## config.mk

```make
export PLATFORM = sky130hd
export DESIGN_NAME = wallace_multiplier
export DESIGN_NICKNAME = d
export VERILOG_FILES = /design/src/hdl/mul_pkg.sv /design/src/hdl/wallace_multiplier.sv /design/src/hdl/kogge_stone_adder.sv /design/src/hdl/partial_products.sv /design/src/hdl/reduction_level.sv /design/src/hdl/compressor_row.sv /design/src/hdl/compressor_4_2.sv
export SDC_FILE = /design/constraint.sdc
export NUM_CORES = 1
export LEC_CHECK = 0
export ABC_CLOCK_PERIOD_IN_PS = 4200
export BUFFER_PORTS_ARGS = -buffer_cell sky130_fd_sc_hd__buf_2
export CORE_UTILIZATION = 65
export DETAILED_ROUTE_END_ITERATION = 7
export GPL_TIMING_DRIVEN = 1
export PLACE_DENSITY = 0.83
export SETUP_SLACK_MARGIN = 0.3
export SYNTH_ARGS = -nofsm -noshare
export SYNTH_HDL_FRONTEND = slang
export SYNTH_SLANG_ARGS = --single-unit
export TNS_END_PERCENT = 50
```

## constraint.sdc

```tcl
create_clock -name clock -period 4.2 [get_ports clock]
set_clock_uncertainty 0.15 [all_clocks]
set_input_delay 0.42 -clock clock [delete_from_list [all_inputs] [get_ports clock]]
set_output_delay 0.42 -clock clock [all_outputs]
set_load 0.05 [all_outputs]
```

## src/hdl/mul_pkg.sv

```systemverilog
`default_nettype none

package mul_pkg;

    // Operand and product widths
    localparam int OPERAND_WIDTH = 16;
    localparam int PRODUCT_WIDTH = 2 * OPERAND_WIDTH;

    // One partial product row per bit of the multiplier operand
    localparam int PP_ROWS = OPERAND_WIDTH;

    // Prefix levels needed to span the full product width
    localparam int PREFIX_STAGES = $clog2(PRODUCT_WIDTH);

    // Partial product register plus three reduction levels
    localparam int PIPE_LATENCY = 4;

    // One row of the dot matrix, already aligned to its column weight
    typedef logic [PRODUCT_WIDTH-1:0] row_t;

endpackage

`default_nettype wire
```

## src/hdl/wallace_multiplier.sv

```systemverilog
`timescale 1ns/100ps
`default_nettype none

module wallace_multiplier (
    input  logic                              clock,
    input  logic                              reset,
    input  logic [mul_pkg::OPERAND_WIDTH-1:0] a,
    input  logic [mul_pkg::OPERAND_WIDTH-1:0] b,
    output logic [mul_pkg::PRODUCT_WIDTH-1:0] product
);

    import mul_pkg::*;

    // 16 rows, then 8, 4 and finally 2
    row_t pp_rows     [PP_ROWS];
    row_t level1_rows [PP_ROWS/2];
    row_t level2_rows [PP_ROWS/4];
    row_t level3_rows [PP_ROWS/8];

    partial_products u_partial_products (
        .clock (clock),
        .reset (reset),
        .a     (a),
        .b     (b),
        .rows  (pp_rows)
    );

    reduction_level #(.in_rows(PP_ROWS)) u_level1 (
        .clock    (clock),
        .reset    (reset),
        .rows_in  (pp_rows),
        .rows_out (level1_rows)
    );

    reduction_level #(.in_rows(PP_ROWS/2)) u_level2 (
        .clock    (clock),
        .reset    (reset),
        .rows_in  (level1_rows),
        .rows_out (level2_rows)
    );

    reduction_level #(.in_rows(PP_ROWS/4)) u_level3 (
        .clock    (clock),
        .reset    (reset),
        .rows_in  (level2_rows),
        .rows_out (level3_rows)
    );

    // Sum and carry rows resolved without a further register
    kogge_stone_adder u_final_adder (
        .addend_a (level3_rows[0]),
        .addend_b (level3_rows[1]),
        .sum      (product)
    );

endmodule

`default_nettype wire

```

## src/hdl/kogge_stone_adder.sv

```systemverilog
`timescale 1ns/100ps
`default_nettype none

module kogge_stone_adder (
    input  mul_pkg::row_t addend_a,
    input  mul_pkg::row_t addend_b,
    output mul_pkg::row_t sum
);

    import mul_pkg::*;

    // Group generate per prefix level, level 0 is bitwise
    logic [PREFIX_STAGES:0][PRODUCT_WIDTH-1:0]   gen;
    // The last level needs no group propagate
    logic [PREFIX_STAGES-1:0][PRODUCT_WIDTH-1:0] prop;
    logic [PRODUCT_WIDTH-1:0]                    carry;

    assign gen[0]  = addend_a & addend_b;
    assign prop[0] = addend_a ^ addend_b;

    genvar level;
    genvar bit_idx;
    generate
        for (level = 1; level <= PREFIX_STAGES; level++) begin : g_level
            localparam int DIST = 1 << (level - 1);

            for (bit_idx = 0; bit_idx < PRODUCT_WIDTH; bit_idx++) begin : g_bit
                if (bit_idx >= DIST) begin : g_merge
                    assign gen[level][bit_idx] = gen[level-1][bit_idx]
                        | (prop[level-1][bit_idx] & gen[level-1][bit_idx-DIST]);

                    if (level < PREFIX_STAGES) begin : g_prop
                        assign prop[level][bit_idx] = prop[level-1][bit_idx]
                            & prop[level-1][bit_idx-DIST];
                    end
                end else begin : g_pass
                    // Span already reaches bit 0
                    assign gen[level][bit_idx] = gen[level-1][bit_idx];

                    if (level < PREFIX_STAGES) begin : g_prop
                        assign prop[level][bit_idx] = prop[level-1][bit_idx];
                    end
                end
            end
        end
    endgenerate

    // No carry into bit 0, the carry out of the top bit is dropped
    assign carry = {gen[PREFIX_STAGES][PRODUCT_WIDTH-2:0], 1'b0};

    assign sum = prop[0] ^ carry;

endmodule

`default_nettype wire

```

## src/hdl/partial_products.sv

```systemverilog
`timescale 1ns/100ps
`default_nettype none

module partial_products (
    input  logic                              clock,
    input  logic                              reset,
    input  logic [mul_pkg::OPERAND_WIDTH-1:0] a,
    input  logic [mul_pkg::OPERAND_WIDTH-1:0] b,
    output mul_pkg::row_t                     rows [mul_pkg::PP_ROWS]
);

    import mul_pkg::*;

    row_t next_rows [PP_ROWS];

    genvar r;
    generate
        for (r = 0; r < PP_ROWS; r++) begin : g_row
            logic [OPERAND_WIDTH-1:0] masked;

            // b gated by one bit of a
            assign masked = b & {OPERAND_WIDTH{a[r]}};

            // Zero extend, then align to weight 2^r
            assign next_rows[r] = row_t'(masked) << r;
        end
    endgenerate

    always_ff @(posedge clock) begin
        if (reset) begin
            rows <= '{default: '0};
        end else begin
            rows <= next_rows;
        end
    end

endmodule

`default_nettype wire

```

## src/hdl/reduction_level.sv

```systemverilog
`timescale 1ns/100ps
`default_nettype none

module reduction_level #(
    parameter int in_rows = 16
) (
    input  logic          clock,
    input  logic          reset,
    input  mul_pkg::row_t rows_in  [in_rows],
    output mul_pkg::row_t rows_out [in_rows/2]
);

    import mul_pkg::*;

    localparam int GROUPS   = in_rows / 4;
    localparam int OUT_ROWS = in_rows / 2;

    row_t next_rows [OUT_ROWS];

    genvar grp;
    genvar k;
    generate
        for (grp = 0; grp < GROUPS; grp++) begin : g_group
            row_t group_in [4];

            // Four consecutive input rows per compressor row
            for (k = 0; k < 4; k++) begin : g_pick
                assign group_in[k] = rows_in[4*grp + k];
            end

            compressor_row u_row (
                .rows_in   (group_in),
                .sum_row   (next_rows[2*grp]),
                .carry_row (next_rows[2*grp + 1])
            );
        end
    endgenerate

    // Pipeline register for this level
    always_ff @(posedge clock) begin
        if (reset) begin
            rows_out <= '{default: '0};
        end else begin
            rows_out <= next_rows;
        end
    end

endmodule

`default_nettype wire

```

## src/hdl/compressor_row.sv

```systemverilog
`timescale 1ns/100ps
`default_nettype none

module compressor_row (
    input  mul_pkg::row_t rows_in [4],
    output mul_pkg::row_t sum_row,
    output mul_pkg::row_t carry_row
);

    import mul_pkg::*;

    // Lateral carry chain, entry i feeds column i
    logic [PRODUCT_WIDTH:0]   lateral;
    logic [PRODUCT_WIDTH-1:0] column_carry;

    assign lateral[0] = 1'b0;

    genvar col;
    generate
        for (col = 0; col < PRODUCT_WIDTH; col++) begin : g_column
            compressor_4_2 u_cell (
                .in0       (rows_in[0][col]),
                .in1       (rows_in[1][col]),
                .in2       (rows_in[2][col]),
                .in3       (rows_in[3][col]),
                .carry_in  (lateral[col]),
                .sum       (sum_row[col]),
                .carry     (column_carry[col]),
                .carry_out (lateral[col+1])
            );
        end
    endgenerate

    // Column carries weigh one place up
    // Anything leaving bit 31 falls off, the product is taken modulo 2^32
    assign carry_row = {column_carry[PRODUCT_WIDTH-2:0], 1'b0};

endmodule

`default_nettype wire

```

## src/hdl/compressor_4_2.sv

```systemverilog
`timescale 1ns/100ps
`default_nettype none

module compressor_4_2 (
    input  logic in0,
    input  logic in1,
    input  logic in2,
    input  logic in3,
    input  logic carry_in,
    output logic sum,
    output logic carry,
    output logic carry_out
);

    logic mid_sum;

    // First full adder, its carry goes sideways to the next column
    assign mid_sum   = in0 ^ in1 ^ in2;
    assign carry_out = (in0 & in1) | (in1 & in2) | (in2 & in0);

    // Second full adder folds in the fourth bit and the incoming lateral carry
    assign sum   = mid_sum ^ in3 ^ carry_in;
    assign carry = (mid_sum & in3) | (in3 & carry_in) | (carry_in & mid_sum);

endmodule

`default_nettype wire

```

==> run metrics, run 1 <==
status completed; register area share after synthesis 52.98%; WP buf/inv 1; Avg Vias per Cell 5.158; Detail Route Antenna Nets 0; YS warnings 0; Seq cells post-synth ~540; CTS Buf Count 50; cell area after synthesis approximately 20000 sq um; post_cts resized 0; crit path cell chain ha_1 > fa_1 > a211oi_1 > o21ai_2 > o21ai_2 > nand3_1 > a31oi_1 > xnor2_1 > buf_2; pwr dens about 490 nW/um^2; area grow syn2layout 11.26%; Pre-Repair DR Iteration Count 4; Tcrit/Tclk final a little under nine tenths; I/O pins 66; combinational power share 9.5%; Cells after Synth roughly 1600; Clock Path Buffers 3; number of post-CTS setup repair buffers 0; WL/cell roughly 18 microns; most common cell after layout, fill and taps aside dfxtp_1; # nets final ~1900; Via Count 10750; initial antenna violation count 0; Worst VDD drop approximately 0.35 mV; Sw Pwr around 2.6 mW; clock slew at reported path FFs about 60 ps; Setup crit end kind primary output; critical path data arrival time 3040 ps; Worst Path Required roughly 3600 ps; GRT Util Overall around 25%; RSZ-0062 raised after global routing no; type of the worst min-delay path in -> reg; vias in the first global route 11540; DRT Wirelength about 38 mm; clk_lat worst skew ~560 ps; Core Region just over 30000 sq um; final setup TNS 0 ps; GR Layer Usage met1 31.91%; Root Driver clkbuf_16; CTS Hold Buffers Added 0; final instance area approximately 23000 sq um; CP Max Fanout 4; Sw Share a little under a quarter; H-tree Lvls 2; Post-DP Area around 21000 sq um; Worst path slowest cell fa_1; Rows 64; TritonCTS Sinks about 540; mean area per synthesized cell roughly 13 sq um; first-pass GRT wire length 59.85 mm; Max-Cap Viols 0; die area around 32000 sq um; post-layout min period 3614 ps; kind of cell adding the most delay to the critical path compound AO/OA/AOI/OAI gates; Die Span Y 178.7 microns; Slew HR 13.07%; GRT met2 Usage between 40% and 50%; GR met3 Demand/Resource under 10%; startpoint types flip-flop; most used cell, CP o21ai_2; port buffer count 65; Int Pwr around 8.4 mW; largest net degree at the start of global routing between 150 and 200; Core Util, Final between 70% and 80%; dpl hpwl around 24 mm; layout cells sized above 1 around a tenth; Die Wd approximately 180 microns; Slew Viols, Final 0; GP Congestion between 0.8 and 0.9; initial core utilization between 60 and 70%; Clk pwr share approximately 41%; post-synth cell types 39; final setup vio count 0; grt peak-use layer met2; grt total ovfl 0; Hold Fails Final Rpt 0; commonest cells after routing, fill and taps aside dfxtp_1, nor2b_1, and2_1; Worst-Margin Slew 1301 ps; worst stage delay on the critical path about 450 ps; Starting DRT DRC Count roughly 520; CP Class reg -> out; post-synth net total 1894; LEAKAGE slightly above 10 nW; Reg power frac about half; CTS tree built; Fmax achieved 0.2767 GHz; # DRC 0
logic make-up (layout without fill, tap and decap cells):
group,after synthesis,after routing,share of synthesized area (%)
AND/OR/NAND/NOR,597,597,17.86
AO/OA/AOI/OAI,73,73,2.387
buffers and inverters,96,188,1.912
XOR/XNOR,23,23,0.9929
flip-flops,537,537,52.98
other,0,3,0
adder cells (fa/ha/maj),267,267,23.87
metrics by stage:
stage / total power, mW / hold WS (ps) / cells / setup slack [ps]
6_report: 11.05 / 142.0 / 2084 / 585.9
5_1_grt: 11.49 / 140.0 / 2081 / 431.9
4_1_cts: 11.13 / 127.5 / 2081 / 561.8
3_5_place_dp: 6.657 / 275.4 / 1989 / 1178
3_3_place_gp: 6.597 / 269.7 / 1989 / 1243
2_1_floorplan: 6.331 / 263.8 / 1593 / 1216
area by class of cell:
| cell class | instances | area, sq um |
|---|---|---|
| diodes | 3 | 7.507 |
| clock buffers | 72 | 1474 |
| clock inverters | 20 | 197.7 |
| fillers | 1868 | 8095 |
| inverters | 22 | 82.58 |
| multi-input cells | 960 | 9151 |
| flip-flops and latches | 537 | 10750 |
| well taps | 396 | 495.5 |
| repair buffers | 74 | 415.4 |
synthesized netlist by cell type (all sizes together):
library cell  instances  area share, %
o211ai                4           0.15
nand3b                1          0.037
a211oi                6           0.25
dfxtp               537             53
clkbuf               65            1.2
nor2b               283            8.7
and4                  1          0.043
and2                258            8.0
nor3                  2          0.049
xor2                  8           0.35
buf                   9           0.30
o21a                  3           0.11
inv                  22           0.41
a21oi                22           0.54
a211o                 2          0.086
o2111a                1          0.062
ha                   67            4.1
nand3                 4          0.099
xnor2                15           0.65
a31oi                 4           0.12
o21ai                11           0.31
a21boi                2          0.074
o31ai                 1          0.037
nand4                 2          0.062
nor3b                 1          0.037
a21o                 12           0.44
fa                  200             20
and3                  1          0.031
o21bai                2          0.074
nor2                 26           0.48
o2111ai               1          0.043
nand2                18           0.33
a221oi                1          0.043
o41ai                 1          0.043
power groups by stage:
stage | Combinational [mW] | Sequential [mW] | Clock [mW]
floorplan | 0.746 | 5.59 | 0
global placement | 0.990 | 5.61 | 0
detailed placement | 1.03 | 5.62 | 0
CTS | 1.06 | 5.52 | 4.55
global route | 1.18 | 5.54 | 4.76
finish | 1.05 | 5.51 | 4.48
layer usage:
metal	up-vias	part of all wire [%]	wire length, microns
li1	5040	-	-
met1	5407	44	16340
met2	238	50	18780
met3	64	4.3	1611
met4	0	2.2	809
met5	-	0	0
final timing paths:
check,to,slack [ps],start,cells past startpoint
hold / removal,u_partial_products.rows[54]$_SDFF_PP0_,140,b[8],2
hold reg to reg,u_level2.rows_out[41]$_SDFF_PP0_,280,u_level1.rows_out[105]$_SDFF_PP0_,1
setup reg to reg,u_level2.rows_out[112]$_SDFF_PP0_,2300,u_level1.rows_out[176]$_SDFF_PP0_,3
setup / recovery,product[23],590,u_level3.rows_out[7]$_SDFF_PP0_,9
worst register-to-register path: stages (launching register included):
cell and delay, ps:
dfxtp_1 320, fa_1 520, fa_1 560, nor2b_1 260
sequential cells by signal, indices dropped and copies added, names as in the netlist:
name,flops
u_partial_products.rows,256
u_level2.rows_out,84
u_level3.rows_out,57
u_level1.rows_out,140
No activity file was read; power rests on OpenSTA's default activity.
==> run 2: changes to the inputs <==
- CELL_PAD_IN_SITES_DETAIL_PLACEMENT: not set -> 0
- CELL_PAD_IN_SITES_GLOBAL_PLACEMENT: not set -> 1
- CORE_UTILIZATION: 65 -> 55
- PLACE_DENSITY: 0.83 -> not set
- PLACE_DENSITY_LB_ADDON: not set -> 0.1
==> run metrics, run 2 (synthesized netlist as in run 1, its figures left out) <==
Slew Viols, Final 0 (unchanged); WP buf/inv 1 (unchanged); clk_lat worst skew 590 ps (+30 ps); Worst-Margin Slew 1216 ps (-84.86 ps); most used cell, CP o21ai_2; Rows 69 (+7.8%); final setup vio count 0 (unchanged); post_cts resized 0 (unchanged); area grow syn2layout 12.48%; vias in the first global route 11040 (-4.3%); final setup TNS 0 ps (unchanged); hold path startpoint b[9]; port buffer count 65 (unchanged); Die Span Y 194.1 microns (+8.6%); RR Startpoint u_level2.rows_out[53]$_SDFF_PP0_; CP Max Fanout 4 (unchanged); Fmax achieved 0.2731 GHz (-1.3%); Worst path slowest cell fa_1; number of post-CTS setup repair buffers 0 (unchanged); RSZ-0062 raised after global routing no; Top Registers u_partial_products.rows: 256 flops, u_level1.rows_out: 140 flops, u_level2.rows_out: 84 flops; Sw Share 23.21% (-0.40 points); fillers 2811 (+50%); Starting DRT DRC Count 371 (-29%); CTS tree built; Via Count 10330 (-3.9%); Final Power 11.37 mW (+2.9%); CTS Hold Buffers Added 0 (unchanged); startpoint types flip-flop; # DRC 0 (unchanged); Detail Route Antenna Nets 0 (unchanged); Worst VDD drop 0.4019 mV (+14%); TritonCTS Sinks 537 (unchanged); grt total ovfl 0 (unchanged); final instance area 22820 sq um (+1.1%); pwr dens 498.2 nW/um^2 (+1.8%); critical path data arrival time 3090 ps (+50 ps); crit path from u_level3.rows_out[7]$_SDFF_PP0_; Clock Path Buffers 3 (unchanged); Max-Cap Viols 0 (unchanged); Post-DP Area 20990 sq um (+0.47%); Reg with most FFs u_partial_products.rows; Die Wd 194.1 microns (+8.6%); Worst Path Required 3630 ps (about the same); LEAKAGE 10.22 nW (+0.82%); CP Class reg -> out; Setup crit end kind primary output; H-tree Lvls 2 (unchanged); CTS Buf Count 53 (+6.0%); most common cell after layout, fill and taps aside dfxtp_1; initial core utilization 56.49% (-9.7 points); WL/cell 17.00 microns (-5.6%); clock slew at reported path FFs 60 ps (about the same); largest net degree at the start of global routing 155 (-15%); Int Pwr 8.731 mW (+3.5%); Avg Vias per Cell 4.797 (-7.0%); GP Congestion 0.8368 (-4.2%); dpl hpwl 24.69 mm (+2.3%); Slew HR 18.74% (+5.7 points); Pre-Repair DR Iteration Count 4 (unchanged); Hold Fails Final Rpt 0 (unchanged); Largest register FFs 256 (unchanged); die area 37660 sq um (+18%); commonest cells after routing, fill and taps aside dfxtp_1, nor2b_1, and2_1; Tcrit/Tclk final 87.20% (+1.1 points); crit path cell chain ha_1 > fa_1 > a211oi_1 > o21ai_2 > o21ai_2 > nand3_1 > a21boi_0 > xnor2_1 > buf_2; post-layout min period 3662 ps (+48.14 ps); first-pass GRT wire length 60.06 mm (+0.36%); Clk pwr share 42.6% (+2.0 points); # nets final 1951 (+0.26%); Reg power frac 48.4% (-1.5 points); initial antenna violation count 1 (+1); I/O pins 66 (unchanged); kind of cell adding the most delay to the critical path compound AO/OA/AOI/OAI gates; type of the worst min-delay path in -> reg; combinational power share 9.0% (-0.5 points); DRT Wirelength 36.61 mm (-2.5%); status completed; Root Driver clkbuf_16; GRT Util Overall 20.69% (-4.1 points); Core Region 35910 sq um (+17%); Sw Pwr 2.640 mW (+1.2%); worst stage delay on the critical path 420 ps (-30 ps); layout cells sized above 1 10.11% (+0.44 points)
==> run 2: cell count changes in the layout (fill, tap and decap cells not counted), moves of 2 or more <==
cell	delta
diode_2	-2
buf_4	+2
clkbuf_16	+4
clkbuf_8	-2
bufinv_16	+3
==> run 2: stage by stage <==
step	std cells	util [%]	setup WS (ps)	hold WS [ps]
detailed placement	2056	58.46	1092	270.4
floorplan	1593	-	1216	263.8
CTS	2152	63.54	430.3	117.1
global placement	2056	58.46	1058	269.0
global route	2152	63.54	323.3	128.6
finish	2153	63.55	537.7	140.9
==> run 2: metal layers <==
metal | track usage, % | up-vias | wire, microns
met5 | 0 | - | 0
met4 | 5.203 | 0 | 629
met3 | 3.879 | 54 | 1274
met2 | 33.05 | 131 | 16740
met1 | 29.15 | 5090 | 17970
li1 | - | 5052 | -
==> run 2: final timing paths <==
| path | endpoint | cells past startpoint | slack, ps |
|---|---|---|---|
| max | product[25] | 9 | 540 |
| min | u_partial_products.rows[86]$_SDFF_PP0_ | 2 | 140 |
| max reg2reg | u_level3.rows_out[53]$_SDFF_PP0_ | 3 | 2320 |
| min reg2reg | u_level1.rows_out[182]$_SDFF_PP0_ | 1 | 280 |
==> run 2: final cells by class <==
type                       count  area [sq um]  share of cell area (%)
sequential                   537         10750                   47.11
multi-input combinational    960          9154                   40.11
clock buffer                  73          1543                   6.760
tap                          461         576.8                   2.527
timing repair buffer          76         430.4                   1.886
clock inverter                23         282.8                   1.239
inverter                      22         82.58                  0.3618
antenna                        1         2.502                 0.01096
==> run 2: power by group through the flow <==
| stage | registers [mW] | logic [mW] | clock network [mW] |
|---|---|---|---|
| finish | 5.51 | 1.02 | 4.84 |
| global route | 5.54 | 1.18 | 5.18 |
| CTS | 5.51 | 1.05 | 4.95 |
| detailed placement | 5.62 | 1.04 | 0 |
| global placement | 5.61 | 1.03 | 0 |
| floorplan | 5.59 | 0.746 | 0 |
==> run 3: changes to the inputs <==
- CORE_UTILIZATION: 55 -> 43
==> run metrics, run 3 (synthesized netlist as in run 1, its figures left out) <==
status completed; Worst VDD drop 0.3092 mV (-23%); GRT Util Overall 16.92% (-3.8 points); I/O pins 66 (unchanged); area taken by multi-input logic gates 9161 sq um (about the same); Via Count 10350 (+0.18%); WP buf/inv 1 (unchanged); layout cells sized above 1 10.58% (+0.47 points); Post-DP Area 21180 sq um (+0.91%); Root Driver clkbuf_16; grt total ovfl 0 (unchanged); initial antenna violation count 1 (unchanged); H-tree Lvls 2 (unchanged); Starting DRT DRC Count 413 (+11%); Setup crit end kind primary output; Worst path slowest cell fa_1; Worst Path Required 3630 ps (about the same); type of the worst min-delay path in -> reg; GP Congestion 0.8231 (-1.6%); WL/cell 16.61 microns (-2.3%); commonest cells after routing, fill and taps aside dfxtp_1, nor2b_1, and2_1; initial core utilization 43.58% (-13 points); fillers 4163 (+48%); Final Power 11.59 mW (+1.9%); port buffer count 65 (unchanged); FF/Latch Area 10750 sq um (unchanged); post-layout min period 3679 ps (+16.96 ps); most used cell, CP o21ai_2; clk_lat worst skew 600 ps (about the same); pwr dens 500.9 nW/um^2 (+0.53%); vias in the first global route 11030 (-0.063%); first-pass GRT wire length 61.36 mm (+2.2%); Reg with most FFs u_partial_products.rows; worst stage delay on the critical path 430 ps (about the same); Pre-Repair DR Iteration Count 4 (unchanged); Core Region 46560 sq um (+30%); CTS Buf Count 56 (+5.7%); kind of cell adding the most delay to the critical path compound AO/OA/AOI/OAI gates; DRT Wirelength 38.34 mm (+4.7%); dpl hpwl 26.49 mm (+7.3%); Avg Vias per Cell 4.483 (-6.5%); Slew HR 8.930% (-9.8 points); Fmax achieved 0.2718 GHz (-0.46%); Largest register FFs 256 (unchanged); final setup TNS 0 ps (unchanged); # DRC 0 (unchanged); Top Registers u_partial_products.rows: 256 flops, u_level1.rows_out: 140 flops, u_level2.rows_out: 84 flops; Die Span Y 219.2 microns (+13%); CTS Hold Buffers Added 0 (unchanged); Worst-Margin Slew 1363 ps (+146.9 ps); final instance area 23140 sq um (+1.4%); # nets final 1954 (+0.15%); crit path cell chain ha_1 > fa_1 > a211oi_1 > o21ai_2 > o21ai_2 > nand3_1 > a31oi_1 > xnor2_1 > buf_2; critical path data arrival time 3110 ps (+20 ps); Max-Cap Viols 0 (unchanged); RSZ-0062 raised after global routing no; Die Wd 219.2 microns (+13%); area grow syn2layout 14.06%; worst hold slack 75.85 ps (-65.06 ps); CP Class reg -> out; clock slew at reported path FFs 60 ps (about the same); Slew Viols, Final 0 (unchanged); TritonCTS Sinks 537 (unchanged); Rows 79 (+14%); Hold Fails Final Rpt 0 (unchanged); die area 48060 sq um (+28%); startpoint types flip-flop; number of diodes 0 (-1); Tcrit/Tclk final 87.60% (+0.40 points); most common cell after layout, fill and taps aside dfxtp_1; Clock Path Buffers 3 (unchanged); largest net degree at the start of global routing 138 (-11%); final setup vio count 0 (unchanged); Detail Route Antenna Nets 0 (unchanged); CP Max Fanout 4 (unchanged); LEAKAGE 10.29 nW (+0.68%); CTS tree built
==> run 3: changes by cell type in the layout (fill, tap and decap cells not counted), moves of 2 or more <==
cell       before  now
nor2b_2         1    4
clkbuf_8       12   22
clkinv_2       14   10
nor2b_1       282  279
clkbuf_1        7   11
clkbuf_16      54   57
bufinv_16       6    4
==> run 3: layout make-up <==
| cell class | count | share of cell area, % |
|---|---|---|
| Clock inverter | 16 | 0.8110 |
| Timing Repair Buffer | 76 | 1.860 |
| Tap cell | 607 | 3.282 |
| Clock buffer | 90 | 7.650 |
| Multi-Input combinational cell | 960 | 39.59 |
| Sequential cell | 537 | 46.45 |
| Inverter | 22 | 0.3568 |
==> run 3: worst paths after layout <==
check	from	end	slack, ps	depth (start not counted)
max	u_level3.rows_out[7]$_SDFF_PP0_	product[23]	520	9
min reg2reg	u_level2.rows_out[97]$_SDFF_PP0_	u_level3.rows_out[33]$_SDFF_PP0_	280	1
min	reset	u_level1.rows_out[121]$_SDFF_PP0_	80	2
max reg2reg	u_level1.rows_out[89]$_SDFF_PP0_	u_level2.rows_out[57]$_SDFF_PP0_	2340	3
==> run 3: per-layer routing <==
| metal | track usage [%] | wire [microns] |
|---|---|---|
| met2 | 26.11 | 16800 |
| met4 | 5.093 | 670 |
| met5 | 0 | 0 |
| met1 | 23.76 | 18910 |
| met3 | 3.673 | 1952 |
==> run 3: what timing repair did <==
item	in CTS	in global routing
buffers inserted	0	0
gates resized for setup	0	1
setup endpoints to repair	0	1
hold endpoints to repair	0	0
==> run 3: where the power goes <==
group	internal (mW)	switching (mW)	leakage, nW
Clock	3.12	1.93	0.978
Sequential	5.37	0.140	4.39
Combinational	0.432	0.597	4.92
Total	8.92	2.67	10.3
==> run 3: worst register-to-register path: cells and delay by family, from the launching register on <==
family | cells | cell delay, ps
adder cells (fa/ha/maj) | 2 | 1000
flip-flops | 1 | 400
AND/OR/NAND/NOR | 1 | 170
==> run 3: metrics by stage <==
| stage | cells | worst slack [ps] | util (%) |
|---|---|---|---|
| 4_1_cts | 2308 | 488.3 | 49.71 |
| 3_3_place_gp | 2202 | 1181 | 45.50 |
| 6_report | 2308 | 520.8 | 49.71 |
| 2_1_floorplan | 1593 | 1216 | - |
| 3_5_place_dp | 2202 | 1132 | 45.50 |
| 5_1_grt | 2308 | 307.7 | 49.71 |
